===== src/source/video_macros.svh =====
`ifndef VIDEO_MACROS_SVH
`define VIDEO_MACROS_SVH

////////////////////////////////////////////////////////////////////////////
// Mode timing in pixels and lines: active, front porch, sync, back porch
////////////////////////////////////////////////////////////////////////////

// 640x480, 25 MHz pixel clock
`define VGA_HPX      11'd640
`define VGA_HFP      11'd16
`define VGA_HSW      11'd96
`define VGA_HBP      11'd48
`define VGA_VLN      11'd480
`define VGA_VFP      11'd11
`define VGA_VSW      11'd2
`define VGA_VBP      11'd31
`define VGA_NEG      1'b1     // Negative sync
`define VGA_M        8'd2
`define VGA_D        8'd4

// 800x600, 40 MHz
`define SVGA_HPX     11'd800
`define SVGA_HFP     11'd40
`define SVGA_HSW     11'd128
`define SVGA_HBP     11'd88
`define SVGA_VLN     11'd600
`define SVGA_VFP     11'd1
`define SVGA_VSW     11'd4
`define SVGA_VBP     11'd23
`define SVGA_NEG     1'b0
`define SVGA_M       8'd4
`define SVGA_D       8'd5

// 1024x768, 65 MHz
`define XGA_HPX      11'd1024
`define XGA_HFP      11'd24
`define XGA_HSW      11'd136
`define XGA_HBP      11'd160
`define XGA_VLN      11'd768
`define XGA_VFP      11'd3
`define XGA_VSW      11'd6
`define XGA_VBP      11'd29
`define XGA_NEG      1'b1     // Negative sync
`define XGA_M        8'd13
`define XGA_D        8'd10

// 1280x720, 74.25 MHz, also the default mode
`define HD720P_HPX   11'd1280
`define HD720P_HFP   11'd110
`define HD720P_HSW   11'd40
`define HD720P_HBP   11'd220
`define HD720P_VLN   11'd720
`define HD720P_VFP   11'd5
`define HD720P_VSW   11'd5
`define HD720P_VBP   11'd20
`define HD720P_NEG   1'b0
`define HD720P_M     8'd248
`define HD720P_D     8'd167

// 1280x1024, 108 MHz
`define SXGA_HPX     11'd1280
`define SXGA_HFP     11'd48
`define SXGA_HSW     11'd112
`define SXGA_HBP     11'd248
`define SXGA_VLN     11'd1024
`define SXGA_VFP     11'd1
`define SXGA_VSW     11'd3
`define SXGA_VBP     11'd38
`define SXGA_NEG     1'b0
`define SXGA_M       8'd54
`define SXGA_D       8'd25

// Switch codes
`define SW_VGA       4'b0000
`define SW_SVGA      4'b0001
`define SW_XGA       4'b0011
`define SW_HD720P    4'b0010
`define SW_SXGA      4'b1000

`define DEBOUNCE_CYCLES 16    // Stable cycles before a new code is taken

// Synthesizer command opcodes, sent ahead of the value
`define OP_LOAD_D    2'b01
`define OP_LOAD_M    2'b11

`endif


===== src/source/video_pkg.sv =====
`default_nettype none

package video_pkg;

	// Pixel or line count, thresholds too (max total is 1688)
	typedef logic [10:0] coord_t;

	// Raw mode switches
	typedef logic [3:0] sw_code_t;

	// Synthesizer M or D, held as value minus one
	typedef logic [7:0] div_t;

	// One colour channel
	typedef logic [7:0] pixel_t;

	// Latched video mode
	typedef enum logic [2:0] {
		MODE_VGA    = 3'd0,
		MODE_SVGA   = 3'd1,
		MODE_XGA    = 3'd2,
		MODE_HD720P = 3'd3,
		MODE_SXGA   = 3'd4
	} mode_t;

	// Serial programming sequencer
	typedef enum logic [2:0] {
		PROG_IDLE    = 3'd0,
		PROG_SHIFT_D = 3'd1, // D command frame
		PROG_GAP_D   = 3'd2,
		PROG_SHIFT_M = 3'd3, // M command frame
		PROG_GAP_M   = 3'd4,
		PROG_GO      = 3'd5,
		PROG_WAIT    = 3'd6  // Until synthesizer reports done
	} prog_state_t;

endpackage

`default_nettype wire


===== src/source/mode_select.sv =====
`timescale 1ns/10ps
`default_nettype none
`include "video_macros.svh"

module mode_select (
	input  wire                      clk50m_bufg,
	input  wire                      RSTBTN,
	input  wire video_pkg::sw_code_t mode_sw,      // Async switches
	output video_pkg::mode_t         mode,
	output logic                     mode_load,    // One cycle per new mode
	output video_pkg::coord_t        h_active_end,
	output video_pkg::coord_t        h_sync_start,
	output video_pkg::coord_t        h_sync_end,
	output video_pkg::coord_t        h_total,
	output video_pkg::coord_t        v_active_end,
	output video_pkg::coord_t        v_sync_start,
	output video_pkg::coord_t        v_sync_end,
	output video_pkg::coord_t        v_total,
	output logic                     sync_neg,     // 1 = negative sync
	output video_pkg::div_t          pclk_m,
	output video_pkg::div_t          pclk_d
);
	import video_pkg::*;

	localparam logic [4:0] DEB_LAST = 5'(`DEBOUNCE_CYCLES - 1);

	sw_code_t   sw_meta;
	sw_code_t   sw_sync;
	sw_code_t   code_q;      // Code of the mode in force
	sw_code_t   cand_q;      // Code under debounce
	logic [4:0] deb_cnt;     // Stable cycles seen so far
	logic       init_q;      // Forces a load right after reset
	logic       take;
	mode_t      nxt_mode;
	coord_t     hpx, hfp, hsw, hbp;
	coord_t     vln, vfp, vsw, vbp;
	logic       neg;
	div_t       m_raw, d_raw;

	// Two-flop synchronizer
	always_ff @(posedge clk50m_bufg) begin
		sw_meta <= mode_sw;
		sw_sync <= sw_meta;
	end

	// DEBOUNCE_CYCLES-th stable cycle of a new code, or first cycle out of reset
	assign take = init_q ||
		(sw_sync != code_q && sw_sync == cand_q && deb_cnt == DEB_LAST);

	always_ff @(posedge clk50m_bufg) begin
		if (RSTBTN) begin
			init_q    <= 1'b1;
			code_q    <= `SW_HD720P;
			cand_q    <= `SW_HD720P;
			deb_cnt   <= '0;
			mode_load <= 1'b0;
		end else begin
			init_q    <= 1'b0;
			mode_load <= take;
			if (take) begin
				code_q  <= sw_sync;
				deb_cnt <= '0;
			end else if (sw_sync == code_q) begin
				deb_cnt <= '0;                 // Back to current code
			end else if (sw_sync != cand_q) begin
				cand_q  <= sw_sync;            // New candidate, first cycle
				deb_cnt <= 5'd1;
			end else begin
				deb_cnt <= deb_cnt + 5'd1;
			end
		end
	end

	////////////////////////////////////////////////////////////////////////////
	// Mode decode
	////////////////////////////////////////////////////////////////////////////
	always_comb begin
		case (sw_sync)
			`SW_VGA: begin
				nxt_mode = MODE_VGA;
				{hpx, hfp, hsw, hbp} = {`VGA_HPX, `VGA_HFP, `VGA_HSW, `VGA_HBP};
				{vln, vfp, vsw, vbp} = {`VGA_VLN, `VGA_VFP, `VGA_VSW, `VGA_VBP};
				{neg, m_raw, d_raw}  = {`VGA_NEG, `VGA_M, `VGA_D};
			end
			`SW_SVGA: begin
				nxt_mode = MODE_SVGA;
				{hpx, hfp, hsw, hbp} = {`SVGA_HPX, `SVGA_HFP, `SVGA_HSW, `SVGA_HBP};
				{vln, vfp, vsw, vbp} = {`SVGA_VLN, `SVGA_VFP, `SVGA_VSW, `SVGA_VBP};
				{neg, m_raw, d_raw}  = {`SVGA_NEG, `SVGA_M, `SVGA_D};
			end
			`SW_XGA: begin
				nxt_mode = MODE_XGA;
				{hpx, hfp, hsw, hbp} = {`XGA_HPX, `XGA_HFP, `XGA_HSW, `XGA_HBP};
				{vln, vfp, vsw, vbp} = {`XGA_VLN, `XGA_VFP, `XGA_VSW, `XGA_VBP};
				{neg, m_raw, d_raw}  = {`XGA_NEG, `XGA_M, `XGA_D};
			end
			`SW_SXGA: begin
				nxt_mode = MODE_SXGA;
				{hpx, hfp, hsw, hbp} = {`SXGA_HPX, `SXGA_HFP, `SXGA_HSW, `SXGA_HBP};
				{vln, vfp, vsw, vbp} = {`SXGA_VLN, `SXGA_VFP, `SXGA_VSW, `SXGA_VBP};
				{neg, m_raw, d_raw}  = {`SXGA_NEG, `SXGA_M, `SXGA_D};
			end
			default: begin // 720p, any unlisted code lands here
				nxt_mode = MODE_HD720P;
				{hpx, hfp, hsw, hbp} = {`HD720P_HPX, `HD720P_HFP, `HD720P_HSW, `HD720P_HBP};
				{vln, vfp, vsw, vbp} = {`HD720P_VLN, `HD720P_VFP, `HD720P_VSW, `HD720P_VBP};
				{neg, m_raw, d_raw}  = {`HD720P_NEG, `HD720P_M, `HD720P_D};
			end
		endcase
	end

	// Thresholds move on the same edge that raises mode_load
	always_ff @(posedge clk50m_bufg) begin
		if (take) begin
			mode         <= nxt_mode;
			h_active_end <= hpx;
			h_sync_start <= hpx + hfp;
			h_sync_end   <= hpx + hfp + hsw;
			h_total      <= hpx + hfp + hsw + hbp;
			v_active_end <= vln;
			v_sync_start <= vln + vfp;
			v_sync_end   <= vln + vfp + vsw;
			v_total      <= vln + vfp + vsw + vbp;
			sync_neg     <= neg;
			pclk_m       <= m_raw - 8'd1;       // Synthesizer wants value-1
			pclk_d       <= d_raw - 8'd1;
		end
	end

	// Debounce spacing keeps loads apart
	a_load_single: assert property (@(posedge clk50m_bufg) disable iff (RSTBTN)
		mode_load |=> !mode_load);

endmodule

`default_nettype wire


===== src/source/dcm_prog.sv =====
`timescale 1ns/10ps
`default_nettype none
`include "video_macros.svh"

module dcm_prog (
	input  wire                   clk50m_bufg,
	input  wire                   RSTBTN,
	input  wire                   mode_load,   // Start, also restarts
	input  wire video_pkg::div_t  pclk_m,
	input  wire video_pkg::div_t  pclk_d,
	input  wire                   prog_done,   // Level from synthesizer
	output logic                  prog_en,
	output logic                  prog_data,
	output logic                  prog_busy
);
	import video_pkg::*;

	localparam logic [3:0] LAST_BIT = 4'd9; // 2 opcode bits + 8 value bits

	prog_state_t state_q;
	logic [9:0]  sh_q;    // Frame, LSB goes out first
	logic [3:0]  bit_q;
	logic        shifting;

	assign shifting = (state_q == PROG_SHIFT_D) || (state_q == PROG_SHIFT_M);

	always_ff @(posedge clk50m_bufg) begin
		if (RSTBTN) begin
			state_q   <= PROG_IDLE;
			bit_q     <= '0;
			prog_busy <= 1'b0;
		end else if (mode_load) begin
			state_q   <= PROG_SHIFT_D;      // Restart even mid-sequence
			bit_q     <= '0;
			prog_busy <= 1'b1;
		end else begin
			case (state_q)
				PROG_SHIFT_D, PROG_SHIFT_M: begin
					bit_q <= bit_q + 4'd1;
					if (bit_q == LAST_BIT) begin
						bit_q   <= '0;
						state_q <= (state_q == PROG_SHIFT_D) ? PROG_GAP_D : PROG_GAP_M;
					end
				end
				PROG_GAP_D: state_q <= PROG_SHIFT_M;
				PROG_GAP_M: state_q <= PROG_GO;
				PROG_GO:    state_q <= PROG_WAIT;
				PROG_WAIT: begin
					if (prog_done) begin
						state_q   <= PROG_IDLE;
						prog_busy <= 1'b0;
					end
				end
				default: state_q <= PROG_IDLE;
			endcase
		end
	end

	// D frame on start, M frame loaded in the gap
	always_ff @(posedge clk50m_bufg) begin
		if (mode_load) begin
			sh_q <= {pclk_d, `OP_LOAD_D};
		end else if (state_q == PROG_GAP_D) begin
			sh_q <= {pclk_m, `OP_LOAD_M};
		end else begin
			sh_q <= {1'b0, sh_q[9:1]};
		end
	end

	assign prog_en   = shifting || (state_q == PROG_GO);
	assign prog_data = shifting && sh_q[0];   // GO carries a zero

	// Enable never outside a busy window
	a_en_busy: assert property (@(posedge clk50m_bufg) disable iff (RSTBTN)
		prog_en |-> prog_busy);

endmodule

`default_nettype wire


===== src/source/timing_gen.sv =====
`timescale 1ns/10ps
`default_nettype none

module timing_gen (
	input  wire                    clk50m_bufg,
	input  wire                    RSTBTN,
	input  wire                    mode_load,    // Restart counters
	input  wire video_pkg::coord_t h_active_end,
	input  wire video_pkg::coord_t h_sync_start,
	input  wire video_pkg::coord_t h_sync_end,
	input  wire video_pkg::coord_t h_total,
	input  wire video_pkg::coord_t v_active_end,
	input  wire video_pkg::coord_t v_sync_start,
	input  wire video_pkg::coord_t v_sync_end,
	input  wire video_pkg::coord_t v_total,
	input  wire                    sync_neg,
	output video_pkg::coord_t      hcount,       // Counters, one cycle late
	output video_pkg::coord_t      vcount,
	output logic                   de_early,     // Aligned with hcount
	output logic                   hsync,        // Two cycles late
	output logic                   vsync,
	output logic                   de
);
	import video_pkg::*;

	coord_t h_q;
	coord_t v_q;
	logic   run_q;      // Set by the first mode_load
	logic   h_last;
	logic   v_last;
	logic   hs_act;     // Active-sense sync, stage 1
	logic   vs_act;
	logic   neg_q;

	assign h_last = (h_q == h_total - 11'd1);
	assign v_last = (v_q == v_total - 11'd1);

	////////////////////////////////////////////////////////////////////////////
	// Line and frame counters
	////////////////////////////////////////////////////////////////////////////
	always_ff @(posedge clk50m_bufg) begin
		if (RSTBTN) begin
			h_q   <= '0;
			v_q   <= '0;
			run_q <= 1'b0;
		end else if (mode_load) begin
			h_q   <= '0;
			v_q   <= '0;
			run_q <= 1'b1;
		end else if (run_q) begin
			if (h_last) begin
				h_q <= '0;
				v_q <= v_last ? 11'd0 : v_q + 11'd1;   // Next line or frame wrap
			end else begin
				h_q <= h_q + 11'd1;
			end
		end
	end

	// Stage 1 decode
	always_ff @(posedge clk50m_bufg) begin
		hcount <= h_q;
		vcount <= v_q;
	end

	always_ff @(posedge clk50m_bufg) begin
		if (RSTBTN) begin
			de_early <= 1'b0;
			hs_act   <= 1'b0;
			vs_act   <= 1'b0;
			neg_q    <= 1'b0;
		end else begin
			de_early <= run_q && (h_q < h_active_end) && (v_q < v_active_end);
			hs_act   <= run_q && (h_q >= h_sync_start) && (h_q < h_sync_end);
			vs_act   <= run_q && (v_q >= v_sync_start) && (v_q < v_sync_end);
			neg_q    <= run_q && sync_neg;   // Held inactive-low until first load
		end
	end

	// Stage 2, lines up with the registered colour bars
	always_ff @(posedge clk50m_bufg) begin
		if (RSTBTN) begin
			hsync <= 1'b0;
			vsync <= 1'b0;
			de    <= 1'b0;
		end else begin
			hsync <= hs_act ^ neg_q;
			vsync <= vs_act ^ neg_q;
			de    <= de_early;
		end
	end

	// Thresholds from mode_select must put sync inside blanking
	a_sync_blank: assert property (@(posedge clk50m_bufg) disable iff (RSTBTN)
		!(de_early && hs_act));

endmodule

`default_nettype wire


===== src/source/color_bar.sv =====
`timescale 1ns/10ps
`default_nettype none

module color_bar (
	input  wire                    clk50m_bufg,
	input  wire                    RSTBTN,
	input  wire video_pkg::coord_t hcount,
	input  wire                    de_early,
	input  wire video_pkg::coord_t h_active_end,  // Active width
	output video_pkg::pixel_t      red,
	output video_pkg::pixel_t      green,
	output video_pkg::pixel_t      blue
);
	import video_pkg::*;

	logic [13:0] h_x8;
	logic [2:0]  bar;      // 0 white ... 7 black

	assign h_x8 = {hcount, 3'b000};             // hcount * 8
	assign bar  = 3'(h_x8 / h_active_end);

	// White, yellow, cyan, green, magenta, red, blue, black
	// R off for bars 2,3,6,7; G off for 4..7; B off for odd bars
	always_ff @(posedge clk50m_bufg) begin
		if (RSTBTN || !de_early) begin
			red   <= '0;                          // Blank outside active area
			green <= '0;
			blue  <= '0;
		end else begin
			red   <= {8{~bar[1]}};
			green <= {8{~bar[2]}};
			blue  <= {8{~bar[0]}};
		end
	end

endmodule

`default_nettype wire


===== src/source/video_top.sv =====
`timescale 1ns/10ps
`default_nettype none

module video_top (
	input  wire                      clk50m_bufg,
	input  wire                      RSTBTN,
	input  wire video_pkg::sw_code_t mode_sw,
	input  wire                      prog_done,   // From pixel clock synthesizer
	output wire                      prog_en,
	output wire                      prog_data,
	output wire                      prog_busy,
	output wire                      hsync,
	output wire                      vsync,
	output wire                      de,
	output wire video_pkg::pixel_t   red,
	output wire video_pkg::pixel_t   green,
	output wire video_pkg::pixel_t   blue
);
	import video_pkg::*;

	logic   mode_load;
	coord_t h_active_end, h_sync_start, h_sync_end, h_total;
	coord_t v_active_end, v_sync_start, v_sync_end, v_total;
	logic   sync_neg;
	div_t   pclk_m, pclk_d;
	coord_t hcount;
	logic   de_early;

	////////////////////////////////////////////////////////////////////////////
	// Mode select and synthesizer programming
	////////////////////////////////////////////////////////////////////////////
	mode_select i_mode_select (
		.clk50m_bufg  (clk50m_bufg),
		.RSTBTN       (RSTBTN),
		.mode_sw      (mode_sw),
		.mode         (),              // Visible for debug only
		.mode_load    (mode_load),
		.h_active_end (h_active_end),
		.h_sync_start (h_sync_start),
		.h_sync_end   (h_sync_end),
		.h_total      (h_total),
		.v_active_end (v_active_end),
		.v_sync_start (v_sync_start),
		.v_sync_end   (v_sync_end),
		.v_total      (v_total),
		.sync_neg     (sync_neg),
		.pclk_m       (pclk_m),
		.pclk_d       (pclk_d)
	);

	dcm_prog i_dcm_prog (
		.clk50m_bufg (clk50m_bufg),
		.RSTBTN      (RSTBTN),
		.mode_load   (mode_load),
		.pclk_m      (pclk_m),
		.pclk_d      (pclk_d),
		.prog_done   (prog_done),
		.prog_en     (prog_en),
		.prog_data   (prog_data),
		.prog_busy   (prog_busy)
	);

	////////////////////////////////////////////////////////////////////////////
	// Video path
	////////////////////////////////////////////////////////////////////////////
	timing_gen i_timing_gen (
		.clk50m_bufg  (clk50m_bufg),
		.RSTBTN       (RSTBTN),
		.mode_load    (mode_load),
		.h_active_end (h_active_end),
		.h_sync_start (h_sync_start),
		.h_sync_end   (h_sync_end),
		.h_total      (h_total),
		.v_active_end (v_active_end),
		.v_sync_start (v_sync_start),
		.v_sync_end   (v_sync_end),
		.v_total      (v_total),
		.sync_neg     (sync_neg),
		.hcount       (hcount),
		.vcount       (),              // Bars only need the column
		.de_early     (de_early),
		.hsync        (hsync),
		.vsync        (vsync),
		.de           (de)
	);

	color_bar i_color_bar (
		.clk50m_bufg  (clk50m_bufg),
		.RSTBTN       (RSTBTN),
		.hcount       (hcount),
		.de_early     (de_early),
		.h_active_end (h_active_end),
		.red          (red),
		.green        (green),
		.blue         (blue)
	);

endmodule

`default_nettype wire


===== config.mk =====
export PLATFORM = sky130hd
export DESIGN_NAME = video_top
export DESIGN_NICKNAME = d
export VERILOG_FILES = /design/src/source/video_pkg.sv /design/src/source/mode_select.sv /design/src/source/dcm_prog.sv /design/src/source/timing_gen.sv /design/src/source/color_bar.sv /design/src/source/video_top.sv
export VERILOG_INCLUDE_DIRS = /design/src /design/src/source
export SDC_FILE = /design/constraint.sdc
export NUM_CORES = 1
export LEC_CHECK = 0
export BUFFER_PORTS_ARGS = -buffer_cell sky130_fd_sc_hd__buf_2
export CORE_MARGIN = 2
export CORE_UTILIZATION = 51
export CTS_CLUSTER_DIAMETER = 30
export DETAILED_ROUTE_END_ITERATION = 8
export PLACE_DENSITY = 0.65
export REMOVE_ABC_BUFFERS = 1
export SLEW_MARGIN = 20
export SYNTH_ARGS = -nofsm -noshare
export SYNTH_HDL_FRONTEND = slang
export SYNTH_HIERARCHICAL = 1
export SYNTH_SLANG_ARGS = --single-unit

===== constraint.sdc =====
create_clock -name clk50m_bufg -period 42.2 [get_ports clk50m_bufg]
set_input_delay 6.33 -clock clk50m_bufg [delete_from_list [all_inputs] [get_ports clk50m_bufg]]
set_output_delay 6.33 -clock clk50m_bufg [all_outputs]
set_load 0.01 [all_outputs]

Yosys cells after proc, flatten, opt, wreduce, memory -nomap -nowiden
Index checks and enable logic that the tools add are counted.
Storage, ports and cells
  flip-flop bits (word level): 190
  word-level logic and storage cells: 145
Operators by class
  add/subtract/negate cells: 14
  div/mod/pow operators: 1
  order comparisons: 6
  equal/unequal tests: 21
  muxes and demuxes: 26
  bitwise operators: 7
  reductions and logical operators: 30
Operators with widths (count)
  8-bit one-hot mux with 4 select lines: 4
  11-bit less-than comparator: 4
  11-bit one-hot mux with 4 select lines: 1
  11-bit one-hot mux with 3 select lines: 1
  7-bit one-hot mux with 4 select lines: 1
  6-bit one-hot mux with 4 select lines: 1
  11-bit by 1-bit adder with 11-bit output, second input constant: 2
  11-bit by 8-bit adder with 11-bit output: 2
  11-bit == test: 2
  11-bit >= comparator: 2
  11-bit two-way mux: 2
  11-bit by 1-bit subtractor with 11-bit output, second input constant: 2
  10-bit two-way mux: 2
  8-bit by 1-bit subtractor with 8-bit output, second input constant: 2
  3-bit one-hot mux with 5 select lines: 1
  14-bit by 11-bit divider with 14-bit output: 1
  3-bit one-hot mux with 4 select lines: 1
  4-bit one-hot mux with 3 select lines: 1
  11-bit by 3-bit adder with 11-bit output: 1
  11-bit by 4-bit adder with 11-bit output: 1
  11-bit by 6-bit adder with 11-bit output: 1
  11-bit by 7-bit adder with 11-bit output: 1
  1-bit logical AND: 10
  2-bit OR reduction: 5
  other kinds (28): 54

Logic depth before layout (Yosys ltp)
  depth after elaboration: 6
  mapped depth: 108

Cells and area by module
Netlist, hierarchy kept.
By module, submodules not included
  color_bar: instances 1, cells each 723, area each 5336.4 µm²
  mode_select: instances 1, cells each 381, area each 4932.2 µm²
  timing_gen: instances 1, cells each 469, area each 3936.3 µm²
  dcm_prog: instances 1, cells each 88, area each 819.5 µm²

Least setup slack after synthesis
Ideal clock, no wire load.
  kind: register to register
  start point: register i_mode_select.h_active_end[8]
  end point: register, netlist name i_color_bar/blue[0]
  setup time: 95 ps
  arrival: 20657 ps
  required time: 42105 ps
  setup slack: 21447 ps
  stages on the path, launching flop included: 97
  clock period less this slack: 20753 ps
  path through: edfxtp_1 nor4_2 buf_4 and2_2 nand3_1 nor2_1 a21o_1 ha_1 o21a_1 o2111ai_1 mux2i_1 ha_1 o21a_1 or3_1 a211oi_1 a31oi_1 ha_1 o211ai_1 (+61 left out) o21ai_0 ha_1 a21o_1 a21oi_1 o21ai_0 a31oi_1 nand2b_1 a21oi_1 a2111oi_4 nand3_4 mux2_1 ha_1 a21o_1 a21o_1 a21oi_1 nand2_1 a221o_1 a221oi_1
On the way
  longest elaborated chain between the ends: 2
Ends and longest elaborated chain
  start, declared: RTL line mode_select.sv:11  | output video_pkg::coord_t h_active_end,
  start signal, assigned: RTL line mode_select.sv:116  | h_active_end <= hpx;
  14-bit by 11-bit divider with 14-bit output: RTL line color_bar.sv:20  | assign bar = 3'(h_x8 / h_active_end);
  1-bit inverter: RTL line color_bar.sv:32  | blue <= {8{~bar[0]}};
Every way passes these cells.
A chain may end at the register's enable or synchronous reset.

Final worst setup path
  start point: register i_mode_select.h_active_end[10]
  end point: register, netlist name i_color_bar/blue[0]
On the way
  longest elaborated chain between the ends: 2
Ends and longest elaborated chain (RTL line)
  14-bit by 11-bit divider with 14-bit output: color_bar.sv:20
  1-bit inverter: color_bar.sv:32
Every way passes these cells.

==> flow_summary_export.csv <==
group,metric,value,unit
status,status,"completed",
logic_synthesis,netlist_area,14800,um^2
critical_path,critPathRequiredTime,42.54,ns
job,cap_viol_max_count,0,
floorplan,start_util,51.6,%
power_and_ir_drop,internal-power,0.000298,W
logic_synthesis,ys_warn_count,6,
global_route,grt_pass1_vias,11100,
finish,area_delta_synth_final,5.45,%
critical_path,crit_path_max_incr_delay,0.84,ns
timing,setup_tns,0,ns
finish,layout.cells.most_common_list,"ha_1 (187), inv_1 (139), nor2_1 (130), a21oi_1 (93), nand2_1 (91)",
power_and_ir_drop,p_comb_share,18.5,%
cts,cts_buffers,17,
timing,hold_viol,0,
global_route,grt_max_degree,72,
cts,cts.clk_slew.worst_paths,0.08,ns
timing,tightestPinTransition,0.971,ns
timing,holdWs,0.329,ns
finish,drive_above_1_share,9.50,%
detailed_routing,via_per_inst,5.67,
power_and_ir_drop,powerDensity,27.3,nW/um^2
timing,setup_viol,0,
power_and_ir_drop,vdd.ir_drop.worst,0.0000236,V
floorplan,core.rowCount,62,
detailed_routing,drt_iter0_markers,763,
finish,fillers,2613,
timing,period_minus_slack,24.30,ns
critical_path,cp_max_fo,19,
detailed_routing,firstDrtPassIters,5,
power_and_ir_drop,power_frac_clock,36.4,%
finish,mostFrequentLayoutCell,"ha_1",
logic_synthesis,synthCells,1649,
finish,fin_nets,1837,
cts,clock_latency,0.44,ns
cts,clk_path_buf_depth,2,
placement,place.gp.congestion,0.890,
floorplan,die_y,174,um
detailed_routing,drt.antenna.violating_nets,0,
logic_synthesis,syn_avg_cell_area,8.96,um^2
cts,hold_buffers,0,
power_and_ir_drop,power_switching,0.000127,W
detailed_routing,vias,11500,
critical_path,critPathSlowestCell,"nor4_2",
global_route,grt_pass1_wl,55.5,mm
timing,skew,0.0136,ns
floorplan,die_area,30300,um^2
timing,slew_headroom,34.7,%
detailed_routing,route.detailed.drc,0,
critical_path,crit_arrival,24.64,ns
worst_hold_path,holdCritPathClass,"reg -> reg",
placement,port-buffer-count,36,
power_and_ir_drop,power,0.000425,W
critical_path,endpoint_kind,"register",
timing,timing.final.crit_share,57.6,%
power_and_ir_drop,p_seq_share,45.1,%
cts,root_buffer,"clkbuf_16",
detailed_routing,routedWlPerCell,16.6,um
power_and_ir_drop,p_leak,7.32,nW
placement,dp.final_hpwl,25.8,mm
floorplan,core,28600,um^2
cts,clock_sinks,168,
cts,cts_resized,0,
critical_path,crit_type,"reg -> reg",
timing,rsz0062_at_grt,"no",
floorplan,die_w,174,um
cts,cts_tree,"built",
critical_path,start_kind,"register",
detailed_routing,drt_wl_total,33.8,mm
critical_path,cpMostUsedCell,"ha_1",
cts,cts_setup_buffers,0,
floorplan,io_pins,37,
cts,htreeDepth,4,
timing,fmax,41.2,MHz
timing,drv_slew,0,
finish,antennaDiodeCount,0,
global_route,antenna_found_initial,0,
global_route,grt_overflow_total,0,
power_and_ir_drop,switching_share,29.9,%
global_route,grt.total_usage,22.6,%
worst paths after layout:
check | startpoint | to | slack, ns | depth (start not counted)
max | i_mode_select/h_active_end[10] | i_color_bar/blue[0] | 17.90 | 92
min | i_mode_select/sw_meta[3] | i_mode_select/sw_sync[3] | 0.33 | 0
max reg2reg | i_mode_select/h_active_end[10] | i_color_bar/blue[0] | 17.90 | 92
min reg2reg | i_mode_select/sw_meta[3] | i_mode_select/sw_sync[3] | 0.33 | 0
flip-flops by register name (all words and copies together) (netlist names), 10 cells and up:
register,count
i_dcm_prog/sh_q,10
i_timing_gen/v_q,11
i_mode_select/v_sync_start,10
i_timing_gen/hcount,11
i_mode_select/v_sync_end,11
i_timing_gen/h_q,11
i_mode_select/v_total,11
stage by stage:
step	setup slack [ns]	utilization, %	instance area, um^2	instances
after floorplan	21.48	-	14300	1578
after global placement	19.06	52.4	15000	2005
after detailed placement	18.21	52.4	15000	2005
after CTS	18.16	54.4	15600	2037
after global routing	15.71	54.4	15600	2037
final	17.90	54.4	15600	2037
critical path, delay by kind of cell, from the launching register on:
kind	cells	cell delay (ns)
compound gates	49	12.34
mux	5	1.84
simple gates	22	5.00
flops	1	0.51
buf+inv	2	0.20
fa+ha+maj	14	4.25
routing by layer:
layer  global-route usage, %  wire [um]  up-vias
li1                        -          -     5889
met1                    28.1      15000     5331
met2                    40.0      16600      260
met3                    2.58       1150       64
met4                    8.82       1010        0
met5                       0          0        -
power groups by stage:
stage / logic (W) / clock network (W) / registers [W]
after floorplan: 0.0000596 / 0 / 0.000194
after global placement: 0.0000751 / 0 / 0.000195
after detailed placement: 0.0000766 / 0 / 0.000195
after CTS: 0.0000771 / 0.000159 / 0.000192
after global routing: 0.0000882 / 0.000165 / 0.000193
final: 0.0000784 / 0.000155 / 0.000192
final cells by class:
| type | count | area, um^2 | area share [%] |
|---|---|---|---|
| flip-flops and latches | 168 | 4190 | 26.9 |
| repair buffers | 43 | 233 | 1.49 |
| well taps | 384 | 480 | 3.08 |
| clock inverters | 13 | 126 | 0.811 |
| inverters | 142 | 534 | 3.43 |
| multi-input cells | 1268 | 9560 | 61.4 |
| clock buffers | 19 | 453 | 2.91 |
(Power assumes the default switching activity.)
